--- config.mk ---
export PLATFORM = sky130hd
export DESIGN_NAME = dual_issue_stage
export DESIGN_NICKNAME = d
export VERILOG_FILES = /design/src/source/issue_pkg.sv /design/src/source/issue_lane.sv /design/src/source/dual_issue_stage.sv
export SDC_FILE = /design/constraint.sdc
export NUM_CORES = 1
export LEC_CHECK = 0
export BUFFER_PORTS_ARGS = -buffer_cell sky130_fd_sc_hd__buf_2
export CAP_MARGIN = 20
export CELL_PAD_IN_SITES_DETAIL_PLACEMENT = 0
export CELL_PAD_IN_SITES_GLOBAL_PLACEMENT = 1
export CORE_AREA = 2 2 333 335
export DETAILED_ROUTE_END_ITERATION = 12
export DIE_AREA = 0 0 335 337
export GPL_TIMING_DRIVEN = 0
export PLACE_DENSITY_LB_ADDON = 0.1
export SLEW_MARGIN = 10
export SYNTH_ARGS = -nofsm -noshare
export SYNTH_HDL_FRONTEND = slang
export SYNTH_SLANG_ARGS = --single-unit
--- constraint.sdc ---
create_clock -name clk -period 2.2 [get_ports clk]
set_input_delay 0.22 -clock clk [delete_from_list [all_inputs] [get_ports clk]]
set_output_delay 0.22 -clock clk [all_outputs]
set_load 0.1 [all_outputs]
--- src/source/issue_pkg.sv ---
/*
 shared widths and types for the dual-issue dispatch register stage
 decode-info is carried opaquely, this stage never looks inside it
 commit ids wrap at COMMIT_ID_W bits, uniqueness is the hazard unit's job
 struct fields are packed msb first in the order listed
*/

package issue_pkg;

    // address and data widths
    localparam int INST_ADDR_W = 32;
    localparam int INST_DATA_W = 32;
    localparam int REG_ADDR_W  = 5;
    localparam int CSR_ADDR_W  = 32;
    localparam int IMM_W       = 32;

    // opaque decode info from the decoder
    localparam int DECINFO_W   = 24;

    // reorder tracking
    localparam int COMMIT_ID_W = 4;

    typedef logic [INST_ADDR_W-1:0] inst_addr_t;
    typedef logic [REG_ADDR_W-1:0]  reg_addr_t;
    typedef logic [CSR_ADDR_W-1:0]  csr_addr_t;
    typedef logic [COMMIT_ID_W-1:0] commit_id_t;

    // one lane of decoder output
    typedef struct packed {
        inst_addr_t             addr;
        logic                   reg_we;
        reg_addr_t              reg_waddr;
        reg_addr_t              reg1_raddr;
        reg_addr_t              reg2_raddr;
        logic                   csr_we;
        csr_addr_t              csr_waddr;
        csr_addr_t              csr_raddr;
        logic [IMM_W-1:0]       imm;
        logic [DECINFO_W-1:0]   dec_info;
        logic                   is_pred_branch;
        logic [INST_DATA_W-1:0] inst;
        logic                   illegal;
    } decoded_inst_t;

    // registered issue slot, all zero when empty
    typedef struct packed {
        logic          valid;
        commit_id_t    commit_id;
        decoded_inst_t dec;
    } issue_slot_t;

    // the two pipeline control bits this stage reads
    typedef struct packed {
        logic flush;
        logic stall_dispatch;
    } pipe_ctrl_t;

    // commit ids handed back on a jump
    typedef struct packed {
        logic       valid;
        commit_id_t commit_id1;
        commit_id_t commit_id2;
    } jump_report_t;

endpackage

--- src/source/issue_lane.sv ---
/*
 one dispatch lane: duplicate-issue history plus the issue slot register
 slot has one cycle latency, already_issued_o is combinational
 stall holds slot and history, flush clears history even under stall
 a zero address is never treated as a duplicate
 inputs are sampled every rising clk, there is no handshake
*/

`timescale 1ns/1ps

module issue_lane
    import issue_pkg::*;
(
    input  logic          clk,
    input  logic          rst_n,

    // from decode and the hazard unit
    input  decoded_inst_t dec_i,
    input  commit_id_t    commit_id_i,
    input  logic          issue_req_i,

    // from pipeline control
    input  pipe_ctrl_t    ctrl_i,

    output issue_slot_t   slot_o,
    output logic          already_issued_o
);

    // address seen last unstalled cycle and whether it was requested
    inst_addr_t  hist_addr;
    logic        hist_issued;

    logic        addr_nonzero;
    logic        is_dup;
    logic        suppress;
    logic        stall;

    issue_slot_t slot_nxt;
    issue_slot_t slot_q;

    assign stall        = ctrl_i.stall_dispatch;
    assign addr_nonzero = (dec_i.addr != '0);

    // same instruction still sitting here after it already went out
    assign is_dup = hist_issued && addr_nonzero && (dec_i.addr == hist_addr);

    assign suppress = ctrl_i.flush || !issue_req_i || is_dup;

    assign already_issued_o = is_dup;

    // history update
    always_ff @(posedge clk or negedge rst_n) begin
        if (!rst_n) begin
            hist_addr   <= '0;
            hist_issued <= 1'b0;
        end else if (ctrl_i.flush) begin
            // flush wins over stall here
            hist_addr   <= '0;
            hist_issued <= 1'b0;
        end else if (!stall) begin
            hist_addr   <= dec_i.addr;
            hist_issued <= issue_req_i;
        end
    end

    // next slot contents, empty slot is all zero
    always_comb begin
        slot_nxt = '0;
        if (!suppress) begin
            slot_nxt.valid     = 1'b1;
            slot_nxt.commit_id = commit_id_i;
            slot_nxt.dec       = dec_i;
        end
    end

    // slot register, frozen while dispatch is stalled
    always_ff @(posedge clk or negedge rst_n) begin
        if (!rst_n) begin
            slot_q <= '0;
        end else if (!stall) begin
            slot_q <= slot_nxt;
        end
    end

    assign slot_o = slot_q;

    // stalled slot must not move, whatever flush or req do
    a_stall_holds_slot : assert property (
        @(posedge clk) disable iff (!rst_n)
        stall |=> $stable(slot_q)
    ) else $error("issue_lane: slot changed across a stalled edge");

    // unstalled flush always empties the slot
    a_flush_empties_slot : assert property (
        @(posedge clk) disable iff (!rst_n)
        (ctrl_i.flush && !stall) |=> !slot_q.valid
    ) else $error("issue_lane: slot valid after unstalled flush");

    // a slot issued at address zero leaves a zero history behind,
    // so it can never be reported as already issued
    a_zero_addr_not_dup : assert property (
        @(posedge clk) disable iff (!rst_n)
        (slot_q.valid && (slot_q.dec.addr == '0)) |-> !already_issued_o
    ) else $error("issue_lane: zero address flagged as already issued");

endmodule

--- src/source/dual_issue_stage.sv ---
/*
 dispatch register stage of a dual-issue in-order core
 lane 1 uses issue_req_i[0], lane 2 uses issue_req_i[1]
 slots appear one cycle after sampling, already_issued_o is same cycle
 jump report is combinational from jump_i and the registered slot ids
 and reads all zero while jump_i is low
*/

`timescale 1ns/1ps

module dual_issue_stage
    import issue_pkg::*;
(
    input  logic          clk,
    input  logic          rst_n,

    // decoded instructions
    input  decoded_inst_t dec1_i,
    input  decoded_inst_t dec2_i,

    // from the hazard unit
    input  commit_id_t    commit_id1_i,
    input  commit_id_t    commit_id2_i,
    input  logic [1:0]    issue_req_i,

    // pipeline control and jump
    input  pipe_ctrl_t    ctrl_i,
    input  logic          jump_i,

    output issue_slot_t   slot1_o,
    output issue_slot_t   slot2_o,
    output logic [1:0]    already_issued_o,
    output jump_report_t  jump_report_o
);

    issue_slot_t slot1;
    issue_slot_t slot2;
    logic        lane1_issued;
    logic        lane2_issued;

    // older instruction of the pair
    issue_lane u_lane1 (
        .clk              (clk),
        .rst_n            (rst_n),
        .dec_i            (dec1_i),
        .commit_id_i      (commit_id1_i),
        .issue_req_i      (issue_req_i[0]),
        .ctrl_i           (ctrl_i),
        .slot_o           (slot1),
        .already_issued_o (lane1_issued)
    );

    // younger instruction of the pair
    issue_lane u_lane2 (
        .clk              (clk),
        .rst_n            (rst_n),
        .dec_i            (dec2_i),
        .commit_id_i      (commit_id2_i),
        .issue_req_i      (issue_req_i[1]),
        .ctrl_i           (ctrl_i),
        .slot_o           (slot2),
        .already_issued_o (lane2_issued)
    );

    assign slot1_o          = slot1;
    assign slot2_o          = slot2;
    assign already_issued_o = {lane2_issued, lane1_issued};

    // hand both registered ids back so the commit side can retire them
    always_comb begin
        jump_report_o = '0;
        if (jump_i) begin
            jump_report_o.valid      = 1'b1;
            jump_report_o.commit_id1 = slot1.commit_id;
            jump_report_o.commit_id2 = slot2.commit_id;
        end
    end

    // a stalled flush must not empty either slot while the
    // history of both lanes is cleared underneath
    a_stall_flush_keeps_slots : assert property (
        @(posedge clk) disable iff (!rst_n)
        (ctrl_i.stall_dispatch && ctrl_i.flush)
            |=> ($stable(slot1) && $stable(slot2) && (already_issued_o == 2'b00))
    ) else $error("dual_issue_stage: stalled flush disturbed the slots");

endmodule

## Word-level counts from Yosys, hierarchy flattened

Cells that the tools add are included.

| cells by class | value |
|---|---|
| $add $sub $neg | 0 |
| $mul | 0 |
| div/mod/pow operators | 0 |
| magnitude comparators | 0 |
| equal/unequal tests | 3 |
| shift-type cells | 0 |
| mux-type cells | 11 |
| bitwise logic cells | 0 |
| reductions and logical operators | 12 |

Operator list:

| kind | count |
|---|---|
| $mux W208 | 2 |
| $mux W32 | 4 |
| $eq A32 B32 Y1 | 2 |
| $reduce_bool A32 Y1 | 2 |
| $mux W9 | 1 |
| $logic_and A1 B1 Y1 | 4 |
| $logic_or A1 B1 Y1 | 4 |
| $mux W1 | 4 |
| $logic_not A1 Y1 | 2 |
| $ne A2 B1 Y1 const B | 1 |

| storage, ports and cells | value |
|---|---|
| flip-flop bits (word level) | 482 |
| latch bits | 0 |
| memory bits (writable) | 0 |
| memory bits (read-only) | 0 |
| input port bits | 421 |
| word-level logic and storage cells | 60 |
| memories kept | 0 |

## Depth between registers and ports, before layout

| logic depth | value |
|---|---|
| depth in word-level cells | 5 |
| gate-level depth with buffers | 8 |
| depth with buffers taken out | 5 |

## Cells and area by module

From an unflattened synthesis, not the netlist that was laid out.

| second synthesis, totals | value |
|---|---|
| cells, all modules | 2135 |
| area total of the unflattened synthesis | 19866.6 µm² |

By module, submodules not included:

| module | times used | cells an instance | area an instance (µm²) | sequential area each (µm²) |
|---|---|---|---|---|
| issue_lane | 2 | 1062 | 9897.0 | 6030.8 |
| dual_issue_stage | 1 | 11 | 72.6 | 0.0 |

## Worst setup path before layout

Ideal clock, no wire load.

| timing path | value |
|---|---|
| path type | register to output |
| start | register u_lane2.slot_q, in the netlist u_lane2.slot_o[203] |
| end | output port jump_report_o[0] in the netlist's numbering |
| arrival time | 1777 ps |
| required time | 1980 ps |
| path slack | 203 ps |
| stages on the path, launching flop included | 2 |
| path buffers | 0 |
| cell sequence | dfrtp_1 -> and2_1 |

RTL lines:

| what | line | RTL |
|---|---|---|
| start: declaration | issue_lane.sv:39 | `issue_slot_t slot_q;` |
| start signal: assignment | issue_lane.sv:81 | `slot_q <= slot_nxt;` |
| end: declaration | dual_issue_stage.sv:33 | `output jump_report_t jump_report_o` |

## Worst setup path after layout

| timing path | value |
|---|---|
| start | register u_lane1.hist_addr[11] |
| end | register u_lane1.slot_q, in the netlist u_lane1.slot_o[37] |

| between the ends | value |
|---|---|
| longest elaborated chain between the ends | 4 |

Ends and longest elaborated chain:

| what | line | RTL |
|---|---|---|
| start: declaration | issue_lane.sv:30 | `inst_addr_t hist_addr;` |
| start signal: assignment | issue_lane.sv:61 | `hist_addr <= dec_i.addr;` |
| $eq A32 B32 Y1 | issue_lane.sv:45 | `assign is_dup = hist_issued && addr_nonzero && (dec_i.addr == hist_addr);` |
| $logic_and A1 B1 Y1 | issue_lane.sv:45 |  |
| $logic_or A1 B1 Y1 | issue_lane.sv:47 | `assign suppress = ctrl_i.flush \|\| !issue_req_i \|\| is_dup;` |
| $mux W208 | issue_lane.sv:69 | `if (!suppress) begin` |
| end signal: assignment | issue_lane.sv:81 |  |
| end: declaration | issue_lane.sv:39 |  |

Every way passes these cells.
A chain may end at the register's enable or synchronous reset.

==> key figures <==
Synth
  • Synth Warn #: 0
  • Fraction of the mapped netlist area in simple logic gates: under 10%
  • Largest area contributor in the netlist: dfrtp_1
  • Synth Area in Compound Gates: 20.4%
  • Top-area cell type share of the netlist area: 66.4%
  • Distinct cells, synth: 27
  • Post-synthesis mux area share: 3.64%
  • Mapped Cells: 1266
  • Top cells by area, synth: dfrtp_1 66%, a22o_1 20%, mux2i_1 3.6%
  • Post-Synth XOR/XNOR Area: 2.99%
  • Sequential area share after synthesis: between 60% and 70%
  • Largest family of logic cells by synthesized area: compound AO/OA/AOI/OAI gates
  • Post-synthesis register bit count: 482
  • Synth Area per Inst: 14.3 µm²
  • Synth Cell Area: roughly 18000 µm²
  • Post-Syn Nets: 1687
  • Area share of fa/ha/maj cells after synthesis: 0%

Placement
  • Hpwl dp: 68.5 mm
  • Placed instance count: approximately 3500
  • Buffers on Ports: between 800 and 900
  • Place WS: -1.05 ns
  • GP Congestion: 0.812

Worst setup path
  • Critical Path End Type: register
  • R2r endpoint: u_lane1.slot_o[37]$_DFFE_PN0N_
  • Crit path to: u_lane1.slot_o[37]$_DFFE_PN0N_
  • R2r setup slk: -0.30 ns
  • Data required time of the critical path: 2.72 ns
  • Worst EP arrival: ~3 ns
  • Crit-path max FO: 5
  • Startpoint types: register
  • Worst Setup SP: u_lane1.hist_addr[11]$_DFFE_PN0P_
  • Cells on worst reg2reg path: 10
  • Setup CP Type: reg -> reg
  • R2r startpoint: u_lane1.hist_addr[11]$_DFFE_PN0P_

Route
  • DRT iter0 DRCs: 668
  • Vias per cell: slightly above 4
  • Antenna Nets Post-Route: 0
  • Post-DR wirelength/cell: 23.3 µm
  • Via count: 17000
  • Routed WL: between 90 and 100 mm
  • DRC: 0
  • Initial DRT Pass Iterations: 4

Status
  • Failing checks: negative setup slack
  • Status: finished with violations

Floorplan
  • # rows: between 100 and 150
  • Die X: 335 µm
  • Die Y-Extent: approximately 340 µm
  • Area of the core: 110000 µm²
  • Die area: 113000 µm²
  • IO Pins: 848
  • Starting Density: 16.6%

Power
  • Switching Fraction: 35.3%
  • Cell Pwr Density: 826 nW/µm²
  • Register share of total power: between 30% and 40%
  • Internal: 0.0174 W
  • Clk pwr share: approximately 39%
  • Leakage: 16.7 nW
  • Psw: 0.00953 W
  • Combinational fraction of design power: 24.8%
  • Worst vdd ir: 0.422 mV

Clocking
  • CTS Buf Count: 66
  • CTS tree: done
  • Skew-Pair Late Insertion Delay: 0.63 ns
  • Sink Count: 482
  • Clock transition at path regs: 0.06 ns
  • Cell at the root of the clock tree: clkbuf_16
  • Clk buf depth: 3
  • H-tree depth: 3

Min path
  • Hold WC Path Type: in -> async

Global route
  • Initial antenna violation count: 14
  • Global route total overflow: 0
  • Gr usage total: between 15 and 20%
  • First-pass GRT wire length: 133 mm
  • Largest net degree at the start of global routing: 96
  • Vias in the first global route: 18400

Finish
  • Area of the multi-input gates: roughly 5600 µm²
  • Fin cells: 4144
  • FF+latch area: 12100 µm²
  • Ratio of cells with drive above 1 in the final layout: 39.8%
  • Number of fill cells in the layout: about 11000
  • Fin nets: 3088
  • Area growth syn-to-layout: 79.8%

STA
  • Unrepaired setup endpoints after global routing: yes
  • Final Skew: 0.0309 ns
  • Setup violators final: 417
  • Worst Slack Setup Final: -0.297 ns
  • Relative slew slack: roughly 34%
  • Hold Slack: 0.128 ns
  • Worst-margin pin slew: 0.990 ns
  • Fin. Hold Viols: 0
  • Max Clock Freq: 0.401 GHz
  • Final Cycle Share: 113%
  • Fin crit period: about 2.5 ns
  • Max Slew Vio Count: 0

Flow run
  • Max-Cap Viols: 0
==> kinds of logic after synthesis <==
logic type | after synthesis
AOI/OAI and AO/OA | 423
xor gates and xnor gates | 62
buffers and inverters | 112
DFF | 482
muxes | 66
and+or+nand+nor | 121
==> cells in the mapped netlist (all sizes together) <==
cell	count
a21o	2
and3	1
dfrtp	482
nor3	3
xor2	42
o21a	1
inv	2
a221oi	1
o2111ai	1
nor4	26
and4	1
nand2	2
xnor2	20
buf	54
nand4	10
o31a	1
a22o	414
o2111a	1
clkbuf	56
nor2	69
o211a	1
and2	9
a31oi	1
mux2i	66
==> sequential cells by signal, indices dropped and copies added (netlist names) <==
register and cells:
u_lane1.hist_issued 1, u_lane2.slot_o 208, u_lane2.hist_issued 1, u_lane1.slot_o 208
u_lane2.hist_addr 32, u_lane1.hist_addr 32
==> stage by stage <==
| stage | setup TNS (ns) | total power [W] | util [%] | instance area [µm²] |
|---|---|---|---|---|
| floorplan | 0 | 0.0138 | - | 18200 |
| global placement | -5063.85 | 0.0155 | 22.1 | 24200 |
| detailed placement | -281.43 | 0.0155 | 22.2 | 24300 |
| CTS | -89.37 | 0.0274 | 29.2 | 32000 |
| global route | -102.99 | 0.0280 | 29.8 | 32600 |
| finish | -57.10 | 0.0269 | 29.8 | 32600 |
==> cell usage in the layout (no fill, tap or decap), types with 2 or more instances in the layout <==
cell type,netlist,layout
nor3_1,3,2
clkinv_8,0,4
clkbuf_16,0,84
nand2_1,2,2
clkbuf_1,56,71
xor2_1,42,41
buf_16,0,30
nor4_4,0,2
dlygate4sd3_1,0,417
a22o_1,414,414
clkbuf_8,0,12
xnor2_1,20,19
clkinv_2,0,7
dfrtp_1,482,482
buf_12,0,26
inv_1,2,2
mux2i_1,66,66
buf_6,14,7
nor4_1,26,18
bufinv_16,0,2
buf_2,26,847
clkbuf_2,0,2
buf_8,0,32
buf_4,13,8
nand4_1,10,10
nor4_2,0,6
diode_2,0,7
a21o_1,2,2
and2_1,9,9
nor2_1,69,69
==> final cells by class <==
| type | count | share of cell area (%) |
|---|---|---|
| Multi-Input combinational cell | 672 | 17.1 |
| Sequential cell | 482 | 37.0 |
| Clock buffer | 95 | 5.76 |
| Tap cell | 1426 | 5.47 |
| Clock inverter | 17 | 0.694 |
| Timing Repair Buffer | 1338 | 30.9 |
| Inverter | 2 | 0.0230 |
| Buffer | 105 | 3.03 |
| Antenna cell | 7 | 0.0537 |
==> metal layers <==
layer	wire (µm)	global-route usage (%)
met1	38600	19.0
met2	48600	28.5
met3	7030	4.97
met4	2240	5.06
met5	59	0
==> power by group through the flow <==
| stage | combinational (W) | sequential, W | clock, W |
|---|---|---|---|
| after floorplan | 0.000884 | 0.0129 | 0 |
| after global placement | 0.00570 | 0.00979 | 0 |
| after detailed placement | 0.00574 | 0.00979 | 0 |
| after CTS | 0.00668 | 0.00964 | 0.0110 |
| after global routing | 0.00698 | 0.00970 | 0.0114 |
| final | 0.00668 | 0.00965 | 0.0106 |
==> critical path, cell delays in order, from the launching register on <==
cell and delay, ns:
dfrtp_1 0.40, xor2_2 0.17, nor4_4 0.33, nand4_1 0.17, buf_4 0.17, o31a_1 0.32
buf_12 0.18, buf_12 0.15, buf_16 0.14, clkbuf_16 0.15, a22o_1 0.19
==> worst min-delay path by stage <==
stage                               start                               end  slack, ns  cells past startpoint
final                               rst_n    u_lane1.slot_o[23]$_DFFE_PN0N_       0.13                      2
after global routing                rst_n    u_lane1.slot_o[23]$_DFFE_PN0N_       0.14                      2
after CTS                           rst_n    u_lane1.slot_o[26]$_DFFE_PN0N_       0.11                      2
after detailed placement            rst_n    u_lane1.slot_o[23]$_DFFE_PN0N_       0.22                      1
after global placement    commit_id1_i[0]   u_lane1.slot_o[203]$_DFFE_PN0N_       0.44                      2
after floorplan                     rst_n  u_lane1.hist_addr[0]$_DFFE_PN0P_      -0.08                      0
==> repair_timing <==
action	4_1_cts	5_1_grt
pin swaps	15	24
setup endpoints to repair	418	418
hold buffers	417	0
resized for setup	152	60
setup buffers	22	13
gates cloned	27	18
hold endpoints to repair	548	0
Note: power is estimated with default switching activity, not from simulation.
